[src/rtl/cpuPkg.sv]
package cpuPkg;

   // data, address and register widths
   typedef logic [15:0] wordT;
   typedef logic [15:0] addrT;
   typedef logic [2:0]  regIdxT;
   typedef logic [3:0]  opcodeT;
   typedef logic [11:0] apbAddrT;

   localparam opcodeT OP_NOP  = 4'd0;
   localparam opcodeT OP_ADD  = 4'd1;
   localparam opcodeT OP_SUB  = 4'd2;
   localparam opcodeT OP_ADDI = 4'd3;
   localparam opcodeT OP_LI   = 4'd4;
   localparam opcodeT OP_BEQZ = 4'd5;
   localparam opcodeT OP_HALT = 4'd15;

   // instruction field positions
   localparam int OP_LSB = 12;
   localparam int RD_LSB = 9;
   localparam int RS_LSB = 6;
   localparam int RT_LSB = 3;

   // apb word address is split into region and offset
   localparam int REGION_LSB = 10;
   localparam logic [1:0] REGION_MEM  = 2'd0;
   localparam logic [1:0] REGION_REG  = 2'd1;
   localparam logic [1:0] REGION_CTRL = 2'd2;
   localparam logic [9:0] CTRL_RUN = 10'd0;
   localparam logic [9:0] STATUS   = 10'd1;
   localparam logic [9:0] RETIRED  = 10'd2;

   typedef enum logic [1:0] {
      IDLE,
      RUN,
      HALTED
   } runStateT;

   typedef struct packed {
      logic valid;
      addrT pc;
      wordT instr;
   } fetchDecT;

   typedef struct packed {
      logic   valid;
      opcodeT op;
      regIdxT rd;
      logic   regWrite;
      logic   isBranch;
      logic   isHalt;
      wordT   opA;
      wordT   opB;
      addrT   pcNext;
      wordT   imm;
   } decExT;

   typedef struct packed {
      logic   valid;
      regIdxT rd;
      logic   regWrite;
      wordT   result;
      logic   isBranch;
      logic   branchTaken;
      addrT   target;
      logic   isHalt;
   } exWbT;

endpackage

[src/rtl/hazardUnit.sv]
module hazardUnit (
   input  cpuPkg::wordT  fetchInstr,
   input  cpuPkg::decExT decInfo,
   input  cpuPkg::exWbT  exInfo,
   output logic          stall
);
   cpuPkg::opcodeT op;
   cpuPkg::regIdxT rs;
   cpuPkg::regIdxT rt;
   logic readsRs;
   logic readsRt;
   logic decWrites;
   logic exWrites;
   logic rsHit;
   logic rtHit;
   logic branchBusy;

   assign op = fetchInstr[cpuPkg::OP_LSB +: 4];
   assign rs = fetchInstr[cpuPkg::RS_LSB +: 3];
   assign rt = fetchInstr[cpuPkg::RT_LSB +: 3];

   // source registers by opcode
   always_comb begin
      readsRs = 1'b0;
      readsRt = 1'b0;
      case (op)
         cpuPkg::OP_ADD, cpuPkg::OP_SUB: begin
            readsRs = 1'b1;
            readsRt = 1'b1;
         end
         cpuPkg::OP_ADDI, cpuPkg::OP_BEQZ: readsRs = 1'b1;
         default: ;
      endcase
   end

   assign decWrites = decInfo.valid && decInfo.regWrite;
   assign exWrites = exInfo.valid && exInfo.regWrite;

   // r0 never conflicts, writeback is covered by the register file bypass
   assign rsHit = readsRs && (rs != '0) &&
                  ((decWrites && decInfo.rd == rs) || (exWrites && exInfo.rd == rs));
   assign rtHit = readsRt && (rt != '0) &&
                  ((decWrites && decInfo.rd == rt) || (exWrites && exInfo.rd == rt));

   assign branchBusy = (decInfo.valid && decInfo.isBranch) || (exInfo.valid && exInfo.isBranch);

   assign stall = rsHit || rtHit || branchBusy;

endmodule

[config.mk]
export PLATFORM = sky130hd
export DESIGN_NAME = hazardUnit
export DESIGN_NICKNAME = d
export VERILOG_FILES = /design/src/rtl/cpuPkg.sv /design/src/rtl/hazardUnit.sv
export SDC_FILE = /design/constraint.sdc
export NUM_CORES = 1
export LEC_CHECK = 0
export ABC_AREA = 1
export ABC_CLOCK_PERIOD_IN_PS = 900
export BUFFER_PORTS_ARGS = -buffer_cell sky130_fd_sc_hd__buf_2
export CAP_MARGIN = 10
export CORE_AREA = 2 2 51 53
export DETAILED_ROUTE_END_ITERATION = 7
export DIE_AREA = 0 0 53 55
export GPL_TIMING_DRIVEN = 0
export PLACE_DENSITY = 0.78
export SLEW_MARGIN = 20
export SYNTH_ARGS = -nofsm -noshare
export SYNTH_HDL_FRONTEND = slang
export SYNTH_SLANG_ARGS = --single-unit
[constraint.sdc]
create_clock -name vclk -period 0.9
set_clock_uncertainty 0.2 [all_clocks]
set_input_delay 0.18 -clock vclk [all_inputs]
set_output_delay 0.18 -clock vclk [all_outputs]
set_load 0.005 [all_outputs]
Word-level counts from Yosys, hierarchy flattened
Index checks and enable logic that the tools add are counted.
- register bits: 0
- input bits: 131
- reductions and logical operators: 21
- muxes and demuxes: 2
- equality and inequality tests: 8
- operators with widths (kind ; count):
    3-bit == test ; 4
    1-bit logical AND ; 12
    4-bit by 2-bit == test with 1-bit output, second input constant ; 2
    3-bit nonzero test ; 2
    1-bit logical OR ; 5
    4-bit by 1-bit == test with 1-bit output, second input constant ; 1
    4-bit by 3-bit == test with 1-bit output, second input constant ; 1
    4-bit OR reduction ; 1
    1-bit two-way mux ; 2
    2-bit OR reduction ; 1

Logic depth before layout (Yosys ltp)
- depth after elaboration: 7
- gate-level depth with buffers: 8
- depth with buffers taken out: 8

Worst setup path after synthesis
OpenSTA, ideal clock, no wires.
- path type: input port to output port
- start point: in exInfo[39] (netlist bit)
- end point: out stall
- path slack: -0.072 ns
- arrival time: 0.592 ns
- path buffers: 0
- data required time: 0.520 ns
- stages on the path: 8
- path through: nand2_1 inv_1 nand2_1 nor2_1 nand2_1 nand2_1 nand2_1 nand3_2
- word-level cells in the longest chain between the ends: 6
- elaborated cells on any way between the ends: 11
- RTL lines (item ; line ; source):
    from (decl) ; hazardUnit.sv:4 ; input cpuPkg::exWbT exInfo,
    1-bit logical AND ; hazardUnit.sv:37 ; assign exWrites = exInfo.valid && exInfo.regWrite;
    1-bit logical AND, on equally long branches ; hazardUnit.sv:41, hazardUnit.sv:43 ;
    1-bit logical OR, on equally long branches ; hazardUnit.sv:41, hazardUnit.sv:43 ;
    1-bit logical AND, on equally long branches ; hazardUnit.sv:40, hazardUnit.sv:42 ;
    1-bit logical OR ; hazardUnit.sv:47 ; assign stall = rsHit || rtHit || branchBusy;
    1-bit logical OR * ; hazardUnit.sv:47 ;
    to (decl) ; hazardUnit.sv:5 ; output logic stall
Every way passes the cells marked *; elsewhere a longest branch is shown, timed or not.

Worst setup path in the final report
- start point: in fetchInstr[3]
- end point: out stall
- word-level cells in the longest chain between the ends: 6
- elaborated cells on any way between the ends: 10
- RTL lines (item ; line ; source):
    from (decl) ; hazardUnit.sv:2 ; input cpuPkg::wordT fetchInstr,
    3-bit == test ; hazardUnit.sv:43 ; ((decWrites && decInfo.rd == rt) || (exWrites && exInfo.rd == rt));
    1-bit logical AND ; hazardUnit.sv:43 ;
    1-bit logical OR ; hazardUnit.sv:43 ;
    1-bit logical AND * ; hazardUnit.sv:42 ; assign rtHit = readsRt && (rt != '0) &&
    1-bit logical OR * (2 in a row) ; hazardUnit.sv:47 ;
Marks and branches as above.

==> results.yml <==
outcome:
  status: "complete, but fails checks"
  violations: "negative setup slack"
sta:
  hold_viol: 0
  fmax_ghz: 0.8083
  setup_viol: 1
  tightestPinTransition_ns: 0.1522
  fin_crit_sh_pct: 137.5
  finalCriticalPeriod_ns: 1.237
  setup_ws_ns: -0.3371
  drv_slew: 0
  slew_headroom_pct: 89.80
  rsz0062_at_grt: "true"
synthesis:
  syn_nets: 213
  syn_area_sq_um: 331.6
  syn_inst: 82
  synth_cell_types: 11
  yosysSeqAreaShare_pct: 0
  synth.avg_cell_area_sq_um: 4.044
  ys_warn_count: 0
global_routing:
  grt_max_degree: 5
  grt_overflow_total: 0
  grt_use_total_pct: 7.224
  grt_pass1_wl_microns: 1580
  busiest_layer: "met2"
  antenna_found_initial: 0
  grtUsageMet1_pct: 10.42
  met3_usage_pct: 0.5376
  grt_pass1_vias: 373
  met2_usage_pct: 12.50
placed_design:
  placedCellCount: 135
  dp_hpwl_microns: 875.6
  io_buffers: 23
  globalplace.congestion: 0.8472
floorplan:
  start_util_pct: 14.02
  die_h_microns: 55
  die-width_microns: 53
  fp.coreArea_sq_um: 2365
  die-area_sq_um: 2915
  io_pins: 132
  rows: 18
finish:
  n_sequential_cell: 0
  clock_buffers: 0
  syn2layout_area_growth_pct: 105.7
  nets: 238
  regArea_sq_um: 0
  instances_no_fill: 135
  num_antenna_cells: 0
  drive_gt1_share_pct: 45.71
worst_setup_path:
  crit_fanout: 4
  crit_required_ns: 0.52
  start_kind: "input pin"
  cp_data_arrival_time_ns: 0.86
  worst_setup_path_end_kind: "primary output"
  criticalPathCategory: "in -> out"
detailed_routing:
  vias: 499
  ant_nets: 0
  wirelength_microns: 1084
  wl_per_cell_microns: 8.030
  drcViolationCount: 0
  routed_via_density: 3.696
  drt-initial-drc-count: 2
  dr.pass1.iters: 4
power_and_ir_drop:
  p_leak_nw: 0.3962
  ir_drop_v: 0.0001699
  finalPower_w: 0.0002783
  power_per_cell_area_nw_per_um2: 408.1
job:
  max_cap_violations: 0
cts:
  post-cts-setup-buffers: 0
hold_path:
  hold_path.class: "in -> out"
## repair_timing
| action | 4_1_cts | 5_1_grt |
|---|---|---|
| gates resized for setup | 36 | 8 |
| setup endpoints to repair | 1 | 1 |
| pin swaps | 14 | 14 |
| hold buffers | 0 | 0 |
## cells by family after synthesis
group	synth area share [%]
compound gates	5.658
xor+xnor	2.642
simple gates	72.45
buf+inv	19.24
## worst paths after layout
path | cells after the start | slack, ns | startpoint | to
max | 9 | -0.34 | fetchInstr[3] | stall
min | 5 | 0.57 | exInfo[18] | stall
## area by class of cell
type                       count  area, sq um
multi-input combinational     65        311.5
inverter                      17        98.84
timing repair buffer          23        234.0
fill                         285         1683
tap                           30        37.54
## synth_stat cells
library cell  count  area share, %
o21ai_1           1            1.5
nor3_1            2            3.0
a22o_1            1            2.6
a21oi_1           1            1.5
xor2_1            1            2.6
nor2_2            1            1.9
nand2_1          45             51
inv_2             3            3.4
nor2_1           12             14
inv_1            14             16
nand3_2           1            3.0
## layout by cell type, fill, tap and decap left out, drive strengths merged
| master | instances |
|---|---|
| nor2 | 13 |
| xor2 | 1 |
| a22o | 1 |
| clkinv | 1 |
| o21ai | 1 |
| nor3 | 2 |
| a21oi | 1 |
| buf | 23 |
| nand2 | 45 |
| inv | 16 |
| nand3 | 1 |
## report_power, final
part / switching, W / internal, W / leakage (nW)
combinational: 0.000128 / 0.000150 / 0.396
sequential: 0 / 0 / 0
clock: 0 / 0 / 0
## critical path, cell delays in order
cell and delay, ns:
buf_8 0.11, clkinv_4 0.04, nand2_4 0.04, a21oi_2 0.13
nand2_1 0.06, nand2_1 0.06, nand2_1 0.06, nand3_2 0.07
buf_2 0.10
## per-stage QoR
step | instance area, sq um | setup TNS [ns] | utilization [%] | hold slack, ns | worst slack (ns)
2_1_floorplan | 379.1 | -0.06562 | - | 0.3541 | -0.06562
3_3_place_gp | 531.8 | -0.4338 | 22.49 | 0.5781 | -0.4338
3_5_place_dp | 531.8 | -0.4467 | 22.49 | 0.5644 | -0.4467
4_1_cts | 654.4 | -0.3333 | 27.67 | 0.5736 | -0.3333
5_1_grt | 681.9 | -0.4142 | 28.84 | 0.6146 | -0.4142
6_report | 681.9 | -0.3371 | 28.84 | 0.5655 | -0.3371
## layer usage
layer  wire (microns)  part of all wire, %
met2              507                   47
met3               73                  6.7
met1              503                   46
met5                0                    0
met4                0                    0
No activity file was read; power rests on OpenSTA's default activity.
