--- src/rtl/cpuPkg.sv ---
package cpuPkg;

   // data, address and register widths
   typedef logic [15:0] wordT;
   typedef logic [15:0] addrT;
   typedef logic [2:0]  regIdxT;
   typedef logic [3:0]  opcodeT;
   typedef logic [11:0] apbAddrT;

   localparam opcodeT OP_NOP  = 4'd0;
   localparam opcodeT OP_ADD  = 4'd1;
   localparam opcodeT OP_SUB  = 4'd2;
   localparam opcodeT OP_ADDI = 4'd3;
   localparam opcodeT OP_LI   = 4'd4;
   localparam opcodeT OP_BEQZ = 4'd5;
   localparam opcodeT OP_HALT = 4'd15;

   // instruction field positions
   localparam int OP_LSB = 12;
   localparam int RD_LSB = 9;
   localparam int RS_LSB = 6;
   localparam int RT_LSB = 3;

   // apb word address is split into region and offset
   localparam int REGION_LSB = 10;
   localparam logic [1:0] REGION_MEM  = 2'd0;
   localparam logic [1:0] REGION_REG  = 2'd1;
   localparam logic [1:0] REGION_CTRL = 2'd2;
   localparam logic [9:0] CTRL_RUN = 10'd0;
   localparam logic [9:0] STATUS   = 10'd1;
   localparam logic [9:0] RETIRED  = 10'd2;

   typedef enum logic [1:0] {
      IDLE,
      RUN,
      HALTED
   } runStateT;

   typedef struct packed {
      logic valid;
      addrT pc;
      wordT instr;
   } fetchDecT;

   typedef struct packed {
      logic   valid;
      opcodeT op;
      regIdxT rd;
      logic   regWrite;
      logic   isBranch;
      logic   isHalt;
      wordT   opA;
      wordT   opB;
      addrT   pcNext;
      wordT   imm;
   } decExT;

   typedef struct packed {
      logic   valid;
      regIdxT rd;
      logic   regWrite;
      wordT   result;
      logic   isBranch;
      logic   branchTaken;
      addrT   target;
      logic   isHalt;
   } exWbT;

endpackage

--- src/rtl/executeStage.sv ---
module executeStage (
   input  logic          clk,
   input  logic          arstN,
   input  logic          flush,
   input  cpuPkg::decExT decIn,
   output cpuPkg::exWbT  exInfo,
   output cpuPkg::exWbT  exOut
);

   always_comb begin
      exInfo = '0;
      exInfo.valid = decIn.valid;
      exInfo.rd = decIn.rd;
      exInfo.regWrite = decIn.regWrite;
      exInfo.isBranch = decIn.isBranch;
      exInfo.isHalt = decIn.isHalt;
      // beqz tests rs, offset counts in instruction words
      exInfo.branchTaken = decIn.isBranch && (decIn.opA == '0);
      exInfo.target = decIn.pcNext + {decIn.imm[14:0], 1'b0};
      case (decIn.op)
         cpuPkg::OP_ADD:  exInfo.result = decIn.opA + decIn.opB;
         cpuPkg::OP_SUB:  exInfo.result = decIn.opA - decIn.opB;
         cpuPkg::OP_ADDI: exInfo.result = decIn.opA + decIn.imm;
         cpuPkg::OP_LI:   exInfo.result = decIn.imm;
         default:         exInfo.result = '0;
      endcase
   end

   always_ff @(posedge clk or negedge arstN) begin
      if (!arstN) begin
         exOut <= '0;
      end else if (flush) begin
         exOut <= '0;
      end else begin
         exOut <= exInfo;
      end
   end

endmodule

--- config.mk ---
export PLATFORM = sky130hd
export DESIGN_NAME = executeStage
export DESIGN_NICKNAME = d
export VERILOG_FILES = /design/src/rtl/cpuPkg.sv /design/src/rtl/executeStage.sv
export SDC_FILE = /design/constraint.sdc
export NUM_CORES = 1
export LEC_CHECK = 0
export BUFFER_PORTS_ARGS = -buffer_cell sky130_fd_sc_hd__buf_2
export CAP_MARGIN = 20
export CORE_MARGIN = 2
export CORE_UTILIZATION = 52
export DETAILED_ROUTE_END_ITERATION = 7
export GPL_TIMING_DRIVEN = 0
export PLACE_DENSITY_LB_ADDON = 0.08
export SKIP_LAST_GASP = 1
export SYNTH_ARGS = -nofsm -noshare
export SYNTH_HDL_FRONTEND = slang
export SYNTH_SLANG_ARGS = --single-unit
--- constraint.sdc ---
create_clock -name clk -period 9 [get_ports clk]
set_input_delay 0.45 -clock clk [delete_from_list [all_inputs] [get_ports clk]]
set_output_delay 0.45 -clock clk [all_outputs]
set_load 0.05 [all_outputs]
Word-level counts from Yosys, hierarchy flattened
Cells that the tools add are included.

cells by class
  add/subtract/negate cells = 4
  equality and inequality tests = 4
  muxes and demuxes = 2
  reductions and logical operators = 2

operators by type and width
  operator            count
  $pmux 16 s4         1
  $add 16x16->16      3
  $mux 40             1
  $logic_not 16->1    1
  $sub 16x16->16      1
  $eq 4x2->1 const B  2
  $eq 4x1->1 const B  1
  $eq 4x3->1 const B  1
  $logic_and 1x1->1   1

word-level totals
  flip-flop bits (word level) = 40
  logic and storage cells = 20

Longest topological paths before layout
  depth after elaboration = 3
  gate-level depth with buffers = 16
  gate-level depth less buffers = 16

Worst setup path before layout
Ideal clock, no wire load.

  kind = input port to output port
  start = input port decIn[35] (netlist name)
  end = output port exInfo[34] (netlist name)
  arrival time = 4.106 ns
  required time = 8.550 ns
  slack = 4.444 ns
  stages on the path = 13
  path buffers = 1
  path through = or4_4 -> nor4_4 -> and2_2 -> clkbuf_1 -> nor3_1 -> a21oi_1 -> o21ai_0 -> ha_1 -> a21o_1 -> a221o_1 -> a41oi_1 -> xnor2_1 -> o21ai_0

RTL lines
  item         RTL line           text
  from (decl)  executeStage.sv:5  input cpuPkg::decExT decIn,
  to (decl)    executeStage.sv:6  output cpuPkg::exWbT exInfo,

==> results_dict.tcl <==
set metrics [dict create \
    result_of_the_run "complete, no violations" \
    peakVddDrop_uv 74.05 \
    startpoint_type "primary input" \
    horizontal_extent_of_the_die_um 86.88 \
    final_estimated_routing_congestion_in_global_placement 0.9311 \
    routed_wl_um 10950 \
    power_leakage_nw 2.317 \
    track_usage_pct 28.56 \
    cts_buffers 5 \
    synthToLayoutAreaGrowth_pct 27.64 \
    drtAntennaViolNets 0 \
    initialDrtViolationCount 203 \
    detailedPlacementHpwl_um 9029 \
    min_period_ps 4376 \
    hp-class "primary input to async pin" \
    timing.final.max_slew_violations 0 \
    crit_arrival_ps 3930 \
    placement.io_buffers 155 \
    crit_path_end_kind "primary output" \
    cp_max_fo 5 \
    remaining_global_route_overflow 0 \
    postCtsSetupRepairBufs 0 \
    area_of_the_multi_input_gates_mm2 0.002359 \
    critical_path.endpoint "exInfo[34]" \
    cts_tree "built" \
    synthesis.yosys.warnings 0 \
    hold_viol 0 \
    synth_ff_type "sky130_fd_sc_hd__dfrtp_1" \
    placement_rows 30 \
    cts_resized 0 \
    starting_density_of_the_core_pct 53.17 \
    synth.top_cells.by_area "sky130_fd_sc_hd__dfrtp_1 28%, sky130_fd_sc_hd__ha_1 11%, sky130_fd_sc_hd__nor2b_1 6.5%, sky130_fd_sc_hd__a21oi_1 4.5%, sky130_fd_sc_hd__o21ai_0 4.5%" \
    power_per_cell_area_mw_per_mm2 153.4 \
    first_global_vias 3528 \
    timing.fmax_ghz 0.2285 \
    grt_setup_unrepaired "no" \
    top_regs "exOut x40" \
    grt_pass1_wl_um 16990 \
    routed_wire_length_per_instance_um 16.46 \
    antenna_found_initial 0 \
    clock_path_buffers 2 \
    vias_per_cell 5.710 \
    ys_ff_latch 40 \
    h-tree-depth 2 \
    n_fill_cell 553 \
    post_route_cells_drive_above_1_share_pct 31.62 \
    synthesized_area_per_cell_um2 8.465 \
    finalSetupViolations 0 \
    route.detailed.drc 0 \
    cts_hold_buffers 0 \
    ys_async_sr_fraction_pct 100.0 \
    post_synth_instance_area_mm2 0.003572 \
    grt_start_max_net_pins 41 \
    synthesis.nets 534 \
    cts_sink_count 40 \
    detailedRoute.firstPassIterationCount 6 \
    post_synth_inst_count 422 \
    fp.coreArea_mm2 0.006719 \
    setup_tns_ps 0 \
    num_vias 3797 \
    finalHoldWorstSlack_ps 262.0 \
    clockRootBuffer "sky130_fd_sc_hd__clkbuf_8" \
    chipHeight_um 86.88 \
    yosysSeqAreaShare_pct 28.02 \
    tightest_slew_ps 1012 \
    seqCellArea_mm2 0.001001 \
    die-area_mm2 0.007548 \
    synth.cells.most_frequent "40 x sky130_fd_sc_hd__dfrtp_1, 37 x sky130_fd_sc_hd__nor2b_1, 34 x sky130_fd_sc_hd__nand2_1" \
    synthDistinctLibCells 58 \
    crit_required_ps 8550 \
    worst_slew_margin_rel_pct 32.37 \
    kind_of_critical_path "primary input to primary output" \
    max-cap-violations 0 \
    synthDominantAreaCellType "sky130_fd_sc_hd__dfrtp_1" \
    startpoint "decIn[32]" \
    design.final.nets 696 \
    num_io_pins 158 \
    max_ffs_per_register 40 \
    final_min_period_over_clock_period_pct 48.62 \
    clk_pin_slew_ps 80 \
    insertedDiodeCount 0 \
    netlist.area_leader.share_pct 28.02 \
    regMostFlops "exOut" \
    synthMostInstantiatedCell "sky130_fd_sc_hd__dfrtp_1" \
    edff_count_synth 0 \
]
-- report_power, final --
part | switching [mW] | internal [mW]
logic | 0.250 | 0.103
registers | 0.00306 | 0.193
clock network | 0.0675 | 0.0821
total | 0.321 | 0.379
-- cells by family (layout without fill, tap and decap cells) --
logic type               Yosys count  after routing  synth area share, %
adder cells (fa/ha/maj)           34             34                12.33
AO/OA/AOI/OAI                    126            126                22.21
multiplexers                       6              6                1.681
flip-flops                        40             40                28.02
buffers and inverters             35            198                5.954
XOR/XNOR                          20             20                4.904
AND/OR/NAND/NOR                  161            161                24.90
-- layout by cell type, fill, tap and decap left out, types with 26 or more instances in the layout --
master / netlist / routed
sky130_fd_sc_hd__ha_1: 32 / 32
sky130_fd_sc_hd__nor2_1: 26 / 26
sky130_fd_sc_hd__buf_2: 0 / 155
sky130_fd_sc_hd__o21ai_0: 32 / 32
sky130_fd_sc_hd__nand2_1: 34 / 34
sky130_fd_sc_hd__dfrtp_1: 40 / 40
sky130_fd_sc_hd__nor2b_1: 37 / 37
sky130_fd_sc_hd__a21oi_1: 32 / 32
-- stage by stage --
step | power (mW) | utilization [%] | setup slack, ps | instances | area (um^2)
3_3_place_gp | 0.5453 | 66.20 | 4656 | 657 | 4448
2_1_floorplan | 0.4578 | - | 4444 | 422 | 3572
3_5_place_dp | 0.5507 | 66.20 | 4680 | 657 | 4448
4_1_cts | 0.6989 | 67.86 | 4650 | 665 | 4559
6_report | 0.6994 | 67.86 | 4624 | 665 | 4559
5_1_grt | 0.7328 | 67.86 | 4386 | 665 | 4559
-- cell type report --
cell class              count  share of cell area [%]
repair buffers            155                   17.01
plain buffers              24                   3.760
clock inverters             3                  0.9330
multi-input cells         347                   51.73
inverters                  11                  0.9056
well taps                  80                   2.195
flip-flops and latches     40                   21.95
clock buffers               5                   1.509
-- worst min path at each step --
stage | end | start | slack [ps]
finish | exOut[4]$_DFF_PN0_ | arstN | 260
CTS | exOut[4]$_DFF_PN0_ | arstN | 300
detailed placement | exOut[4]$_DFF_PN0_ | arstN | 620
floorplan | exOut[0]$_DFF_PN0_ | arstN | 150
global placement | exOut[0]$_DFF_PN0_ | arstN | 610
global route | exOut[37]$_DFF_PN0_ | arstN | 350
-- routing by layer --
layer,GRT usage [%],vias up,part of all wire (%)
li1,-,1869,-
met1,36.47,1736,43
met2,50.52,179,49
met3,5.024,13,7.4
met4,5.540,0,0.78
met5,0,-,0
-- critical path, stage by stage --
cell	delay [ps]
sky130_fd_sc_hd__buf_2	110
sky130_fd_sc_hd__inv_1	60
sky130_fd_sc_hd__ha_1	180
sky130_fd_sc_hd__nor3b_1	350
sky130_fd_sc_hd__nand2_1	150
sky130_fd_sc_hd__nor2_1	160
sky130_fd_sc_hd__a31oi_1	70
sky130_fd_sc_hd__o21a_1	200
sky130_fd_sc_hd__ha_1	350
sky130_fd_sc_hd__a211oi_1	260
sky130_fd_sc_hd__o21bai_1	120
sky130_fd_sc_hd__a21o_1	190
sky130_fd_sc_hd__a221o_1	410
sky130_fd_sc_hd__a41oi_1	290
sky130_fd_sc_hd__xnor2_1	130
sky130_fd_sc_hd__o21ai_0	150
sky130_fd_sc_hd__buf_2	280
(Power assumes the default switching activity.)
