--- config.mk ---
export PLATFORM = sky130hd
export DESIGN_NAME = writebackStage
export DESIGN_NICKNAME = d
export VERILOG_FILES = /design/src/rtl/cpuPkg.sv /design/src/rtl/writebackStage.sv
export SDC_FILE = /design/constraint.sdc
export NUM_CORES = 1
export LEC_CHECK = 0
export BUFFER_PORTS_ARGS = -buffer_cell sky130_fd_sc_hd__buf_2
export CAP_MARGIN = 20
export CORE_MARGIN = 2
export CORE_UTILIZATION = 29
export DETAILED_ROUTE_END_ITERATION = 16
export MAX_ROUTING_LAYER = met4
export PLACE_DENSITY = 0.64
export SETUP_SLACK_MARGIN = 0.15
export SYNTH_ARGS = -nofsm -noshare
export SYNTH_HDL_FRONTEND = slang
export SYNTH_SLANG_ARGS = --single-unit
--- constraint.sdc ---
create_clock -name clk -period 1.6 [get_ports clk]
set_input_delay 0.32 -clock clk [delete_from_list [all_inputs] [get_ports clk]]
set_output_delay 0.32 -clock clk [all_outputs]
set_load 0.02 [all_outputs]
--- src/rtl/cpuPkg.sv ---
package cpuPkg;

   // data, address and register widths
   typedef logic [15:0] wordT;
   typedef logic [15:0] addrT;
   typedef logic [2:0]  regIdxT;
   typedef logic [3:0]  opcodeT;
   typedef logic [11:0] apbAddrT;

   localparam opcodeT OP_NOP  = 4'd0;
   localparam opcodeT OP_ADD  = 4'd1;
   localparam opcodeT OP_SUB  = 4'd2;
   localparam opcodeT OP_ADDI = 4'd3;
   localparam opcodeT OP_LI   = 4'd4;
   localparam opcodeT OP_BEQZ = 4'd5;
   localparam opcodeT OP_HALT = 4'd15;

   // instruction field positions
   localparam int OP_LSB = 12;
   localparam int RD_LSB = 9;
   localparam int RS_LSB = 6;
   localparam int RT_LSB = 3;

   // apb word address is split into region and offset
   localparam int REGION_LSB = 10;
   localparam logic [1:0] REGION_MEM  = 2'd0;
   localparam logic [1:0] REGION_REG  = 2'd1;
   localparam logic [1:0] REGION_CTRL = 2'd2;
   localparam logic [9:0] CTRL_RUN = 10'd0;
   localparam logic [9:0] STATUS   = 10'd1;
   localparam logic [9:0] RETIRED  = 10'd2;

   typedef enum logic [1:0] {
      IDLE,
      RUN,
      HALTED
   } runStateT;

   typedef struct packed {
      logic valid;
      addrT pc;
      wordT instr;
   } fetchDecT;

   typedef struct packed {
      logic   valid;
      opcodeT op;
      regIdxT rd;
      logic   regWrite;
      logic   isBranch;
      logic   isHalt;
      wordT   opA;
      wordT   opB;
      addrT   pcNext;
      wordT   imm;
   } decExT;

   typedef struct packed {
      logic   valid;
      regIdxT rd;
      logic   regWrite;
      wordT   result;
      logic   isBranch;
      logic   branchTaken;
      addrT   target;
      logic   isHalt;
   } exWbT;

endpackage

--- src/rtl/writebackStage.sv ---
module writebackStage (
   input  logic           clk,
   input  logic           arstN,
   input  logic           flush,
   input  cpuPkg::exWbT   exIn,
   output logic           wbEn,
   output cpuPkg::regIdxT wbIdx,
   output cpuPkg::wordT   wbData,
   output logic           redirect,
   output cpuPkg::addrT   target,
   output logic           haltSeen,
   output cpuPkg::wordT   retiredCount
);
   logic retire;

   assign haltSeen = exIn.valid && exIn.isHalt;

   // flush squashes the entry, except the halt that raised it
   assign retire = exIn.valid && (!flush || haltSeen);

   assign wbEn = exIn.valid && exIn.regWrite && !flush;
   assign wbIdx = exIn.rd;
   assign wbData = exIn.result;
   assign redirect = exIn.valid && exIn.branchTaken && !flush;
   assign target = exIn.target;

   always_ff @(posedge clk or negedge arstN) begin
      if (!arstN) begin
         retiredCount <= '0;
      end else if (retire) begin
         retiredCount <= retiredCount + 16'd1;
      end else if (flush) begin
         retiredCount <= '0;
      end
   end

endmodule

# Word-level counts from Yosys, hierarchy flattened
# Cells that the tools add are included.
dict set report totals {
  wordCells 13
  reg_bits 16
  input_bits 43
  output_inout_bits 54
}
dict set report classes {
  add_sub_neg 1
  mux 2
  reduce_logical 9
}
# cell count
set op_table {}
lappend op_table {{$mux 16} 2}
lappend op_table {{$add 16x1->16 const B} 1}
lappend op_table {{$logic_and 1x1->1} 6}
lappend op_table {{$reduce_bool 2->1} 1}
lappend op_table {{$logic_not 1->1} 1}
lappend op_table {{$logic_or 1x1->1} 1}

# Depth between registers and ports, before layout
# Gate-level depths: netlist of the first run.
dict set report logic_depth {
  depth_word 4
  mapped_depth 6
  depth_no_buf 5
}

# Least setup slack after synthesis of the first run
# No wires, ideal clock.
dict set report synth_path {
  path_type {flip-flop to flip-flop}
  startpoint {register retiredCount[0]}
  endpoint {register retiredCount[14]}
  required_time_ns 1.518
  synth_period_minus_slack_ns 1.563
  path_stages_with_launch 7
  n_path_buf 1
  setup_ns 0.082
  arrival_time_ns 1.481
  slack_ns 0.037
  path_cell_list {dfrtp_1 > ha_1 > and3_4 > and3_1 > buf_6 > a21o_1 > a31oi_1}
}
dict set report synth_between {
  elab_chain_cells 2
}
# item line_no
set synth_lines {}
lappend synth_lines {{start: declaration} writebackStage.sv:12} ;# output cpuPkg::wordT retiredCount
lappend synth_lines {{start signal: assignment} writebackStage.sv:31} ;# retiredCount <= retiredCount + 16'd1;
lappend synth_lines {{$add 16x1->16} writebackStage.sv:31}
lappend synth_lines {{$mux 16} writebackStage.sv:30} ;# end else if (retire) begin
# Every way passes these cells.
# A chain may end at the register's enable or synchronous reset.

# Worst setup path after layout of the first run
# Ends and elaborated chain as after synthesis.

==> results.yml, run 1 <==
routing:
  drc: 0
  drt_iter0_markers: 81
  ant_nets: 0
  totalWireLength_mm: 2.48
  dr.pass1.iters: 4
  wl_per_cell_microns: 13.6
  via_count: 901
  viasPerCell: 4.95
timing:
  skew_ns: 0.00673
  slew_viol_final: 0
  fmax_mhz: 712
  rsz0062_at_grt: "true"
  final-setup-viol-count: 0
  period_needed_ns: 1.40
  worst_pin_slew_ns: 0.467
  finalSetupTns_ns: 0
  hold_violations: 0
  setup_ws_ns: 0.195
  fin_crit_sh_pct: 87.8
  max-slew-margin-rel_pct: 68.9
run:
  max-cap-violations: 0
clocking:
  cts_buffers: 3
  clk_latency_ns: 0.25
  h-tree-depth: 1
  cts_tree: "done"
  cts_root_buf: "clkbuf_8"
  clkTransAtPathRegs_ns: 0.07
  cts.sinks: 16
  clockBufferDepth: 2
floorplanning:
  fp.dieH_microns: 68.3
  start_util_pct: 30.0
  die_area_sq_um: 4660
  rows: 23
  chipWidth_microns: 68.3
  coreArea_sq_um: 4000
  ios: 97
synthesis:
  yosys.area_share.adder_pct: 1.04
  netlist-cell-type-count: 39
  yosys.area.top_type: "dfrtp_1"
  synth.top_cell.area_share_pct: 33.4
  yosys.area_share.xor_xnor_pct: 0
  synth-simple-area-share_pct: 19.5
  yosys-top-cells-area: "dfrtp_1 33%, buf_4 22%, o21ai_0 3.8%, a31oi_1 3.7%, nand4_1 2.6%"
  seq_area_frac_synth_pct: 33.4
  syn_nets: 179
  post_synth_instance_area_sq_um: 1200
  synth-seq-cells: 16
  syn_inst: 135
  yosysWarningCount: 0
  synth_top_family_by_area: "buffers and inverters"
  synth_compound_gate_area_share_pct: 20.9
  avgSynthCellArea_sq_um: 8.88
  muxShareOfSynthArea_pct: 0
worst_setup_path:
  path_class: "flop to flop"
  cp_max_fo: 7
  worstPathRequired_ns: 1.77
  critPathLaunchType: "flop"
  crit_arrival_ns: 1.57
  end_kind: "flop"
place:
  dp_hpwl_mm: 1.80
  preCtsSetupSlack_ns: 0.192
  port_buffers: 25
  globalplace.congestion: 0.734
power_and_ir_drop:
  p_leak_uw: 0.000580
  p_per_area_nw_per_um2: 726
  ir_drop_mv: 0.252
finish:
  synthToLayoutAreaGrowth_pct: 2.40
  final_common_cell: "buf_2"
  reg.largest.list: "retiredCount (16)"
  top_register: "retiredCount"
  final_cell_mix: "25 x buf_2, 10 x dfrtp_1, 9 x o21ai_0"
  fill_cells: 438
  largest_register_ffs: 16
  antenna_cells: 0
  nets: 177
  drive_gt1_share_pct: 38.6
global_route:
  grt-ovfl-total: 0
  grt_pass1_wl_mm: 4.00
  antenna_found_initial: 0
  grt_pass1_vias: 841
  grt_use_total_pct: 11.7
  grt_max_degree: 17
hold_path:
  hold_class: "primary input to flop"
outcome:
  status: "completed"
## where the power goes
group	leakage (uW)	switching, uW	internal, uW	total, uW
clock network	0.0000228	143	177	320
logic	0.000346	74.4	57.8	132
registers	0.000212	21.0	418	439
## metal layers
| metal | part of all wire, % | vias to the layer above | wire length [microns] | GRT usage (%) |
|---|---|---|---|---|
| met2 | 48 | 18 | 1190 | 18.2 |
| li1 | - | 447 | - | - |
| met4 | 1.9 | 0 | 48 | 6.25 |
| met5 | 0 | - | 0 | - |
| met3 | 5.0 | 6 | 125 | 2.14 |
| met1 | 45 | 430 | 1120 | 14.3 |
## worst max-delay path, cell delays in order (launching register included)
cell and delay (ns):
dfrtp_2 0.45, ha_4 0.17, and3_4 0.18, and3_4 0.21
a21o_1 0.15, a31oi_1 0.16
## metrics by stage
stage               std cells  util, %  power, uW  cell area (sq um)  hold WS [ns]
floorplan                 135        -        643               1220        0.0244
global placement          175     28.7        566               1150         0.258
detailed placement        175     28.7        567               1150         0.256
CTS                       180     30.1        892               1200         0.417
global route              182     30.7        927               1230         0.474
finish                    182     30.7        891               1230         0.409
## final cells by class
cell class / instances / area [sq um] / share of cell area [%]
Sequential cell: 16 / 408 / 33.2
Multi-Input combinational cell: 77 / 517 / 42.1
Inverter: 2 / 7.51 / 0.612
Timing Repair Buffer: 33 / 188 / 15.3
Clock buffer: 4 / 45.0 / 3.67
Tap cell: 50 / 62.6 / 5.10
## cells in the mapped netlist (all sizes together)
master	n
a211o	1
a21bo	1
a21o	4
a21oi	1
a22o	3
a31o	1
a31oi	7
a41o	1
a41oi	2
and2	2
and2b	1
and3	5
and3b	2
and4	1
buf	39
clkbuf	1
dfrtp	16
ha	1
inv	2
nand2	8
nand2b	1
nand3	5
nand4	5
nor2	5
nor3	3
nor3b	2
o211ai	1
o21a	1
o21ai	10
o21bai	1
o22a	1
or2	1
## final timing paths
path,start,to,slack [ns],cells after the start
max,retiredCount[0]$_DFFE_PN0P_,retiredCount[14]$_DFFE_PN0P_,0.20,5
min,flush,retiredCount[0]$_DFFE_PN0P_,0.41,4
max reg2reg,retiredCount[0]$_DFFE_PN0P_,retiredCount[14]$_DFFE_PN0P_,0.20,5
min reg2reg,retiredCount[13]$_DFFE_PN0P_,retiredCount[13]$_DFFE_PN0P_,0.54,1
max in group asynchronous,arstN,retiredCount[6]$_DFFE_PN0P_,0.79,2
min in group asynchronous,arstN,retiredCount[13]$_DFFE_PN0P_,0.51,2
## cell families (layout without fill, tap and decap cells)
family	count (synthesis)	in the layout
buffers and inverters	42	39
and+or+nand+nor	41	41
AOI/OAI and AO/OA	35	35
DFF	16	16
adders and majority gates	1	1
## what timing repair did
item / CTS / global route
hold buffers: 1 / 0
hold endpoints to repair: 16 / 0
resized for setup: 0 / 5
setup buffers: 0 / 2
endpoints found under the setup margin: 0 / 7
(Power assumes the default switching activity.)
==> run 2: changes to the inputs <==
--- a/config.mk
+++ b/config.mk
@@ -11,7 +11,7 @@
 export CORE_UTILIZATION = 29
 export DETAILED_ROUTE_END_ITERATION = 16
 export MAX_ROUTING_LAYER = met4
-export PLACE_DENSITY = 0.64
+export PLACE_DENSITY = 0.71
 export SETUP_SLACK_MARGIN = 0.15
 export SYNTH_ARGS = -nofsm -noshare
 export SYNTH_HDL_FRONTEND = slang
==> results.yml, run 2 (synthesis gave the netlist of run 1 again) <==
finish:
  top_register: "retiredCount"
  synthToLayoutAreaGrowth_pct: 0.939
  multi_input_area_sq_um: 517
  final_common_cell: "buf_2"
  reg.largest.list: "retiredCount (16)"
  antenna_cells: 0
  nets: 175
  largest_register_ffs: 16
  drive_gt1_share_pct: 36.2
  final_cell_mix: "25 x buf_2, 12 x dfrtp_1, 9 x o21ai_0"
  fill_cells: 409
  regArea_sq_um: 405
floorplanning:
  start_util_pct: 30.0
  coreArea_sq_um: 4000
  chipWidth_microns: 68.3
  ios: 97
  rows: 23
  fp.dieH_microns: 68.3
  die_area_sq_um: 4660
routing:
  via_count: 922
  drc: 0
  drt_iter0_markers: 32
  ant_nets: 0
  dr.pass1.iters: 4
  totalWireLength_mm: 2.46
  wl_per_cell_microns: 13.7
  viasPerCell: 5.12
clocking:
  clk_latency_ns: 0.25
  cts_tree: "done"
  cts.sinks: 16
  cts_buffers: 3
  clkTransAtPathRegs_ns: 0.07
  cts_root_buf: "clkbuf_8"
  clockBufferDepth: 2
  h-tree-depth: 1
timing:
  skew_ns: 0.00288
  fmax_mhz: 720
  slew_viol_final: 0
  worst_pin_slew_ns: 0.461
  hold_ws_ns: 0.426
  period_needed_ns: 1.39
  fin_crit_sh_pct: 86.8
  hold_violations: 0
  max-slew-margin-rel_pct: 69.3
  final-setup-viol-count: 0
  rsz0062_at_grt: "true"
  finalSetupTns_ns: 0
run:
  max-cap-violations: 0
power_and_ir_drop:
  ir_drop_mv: 0.203
  p_leak_uw: 0.000573
  p_per_area_nw_per_um2: 737
hold_path:
  min_from: "flush"
  holdPathEnd: "retiredCount[0]$_DFFE_PN0P_"
  holdPathStages: 4
  hold_class: "primary input to flop"
outcome:
  status: "completed"
worst_setup_path:
  reg2reg_depth: 5
  cp_max_fo: 7
  end_kind: "flop"
  path_class: "flop to flop"
  reg2reg_slack_ns: 0.21
  reg2reg_to: "retiredCount[6]$_DFFE_PN0P_"
  crit_arrival_ns: 1.54
  worstPathRequired_ns: 1.75
  critPathLaunchType: "flop"
  r2r-start: "retiredCount[0]$_DFFE_PN0P_"
global_route:
  antenna_found_initial: 0
  grt_use_total_pct: 11.2
  grt_pass1_vias: 843
  grt-ovfl-total: 0
  grt_max_degree: 17
  grt_pass1_wl_mm: 3.77
place:
  dp_hpwl_mm: 1.74
  port_buffers: 25
  globalplace.congestion: 0.773
-- run 2: power breakdown --
part | switching (uW) | internal [uW]
combinational | 74.1 | 55.0
clock | 146 | 177
sequential | 21.7 | 417
-- run 2: area by class of cell --
cell class              instances  area share [%]
multi-input cells              77            42.7
well taps                      50            5.17
flip-flops and latches         16            33.5
repair buffers                 31            14.3
clock buffers                   4            3.72
inverters                       2           0.620
-- run 2: how the worst max path moves through the flow --
stage,start,to,slack [ns],depth (start not counted)
global route,retiredCount[5]$_DFFE_PN0P_,retiredCount[11]$_DFFE_PN0P_,0.13,4
finish,retiredCount[0]$_DFFE_PN0P_,retiredCount[6]$_DFFE_PN0P_,0.21,5
detailed placement,flush,retiredCount[10]$_DFFE_PN0P_,0.21,5
CTS,retiredCount[1]$_DFFE_PN0P_,retiredCount[14]$_DFFE_PN0P_,0.19,5
global placement,retiredCount[1]$_DFFE_PN0P_,retiredCount[6]$_DFFE_PN0P_,0.23,5
floorplan,retiredCount[1]$_DFFE_PN0P_,retiredCount[14]$_DFFE_PN0P_,0.14,6
-- run 2: through the flow --
step	std cells	area, sq um	setup slack [ns]	utilization (%)	power [uW]
final	180	1210	0.210	30.2	891
after global routing	180	1210	0.132	30.2	933
after CTS	179	1200	0.189	29.9	889
after detailed placement	174	1140	0.207	28.6	568
after global placement	174	1140	0.230	28.6	565
after floorplan	135	1220	0.137	-	643
-- run 2: routing by layer --
metal / vias up / GRT usage, % / share of wire (%)
li1: 443 / - / -
met1: 446 / 12.7 / 45
met2: 30 / 17.7 / 47
met3: 3 / 4.28 / 6.9
met4: 0 / 4.50 / 0.65
met5: - / - / 0
-- run 2: repair_timing --
item	4_1_cts	5_1_grt
gates resized for setup	0	3
setup buffers	0	1
endpoints found under the hold margin	16	0
endpoints found under the setup margin	0	8
hold buffers	1	0
-- run 2: worst max-delay path, stage by stage (launching register included) --
cell     delay, ns
dfrtp_2       0.42
ha_4          0.15
and3_4        0.20
and3_4        0.24
o21ai_1       0.08
a21o_1        0.19
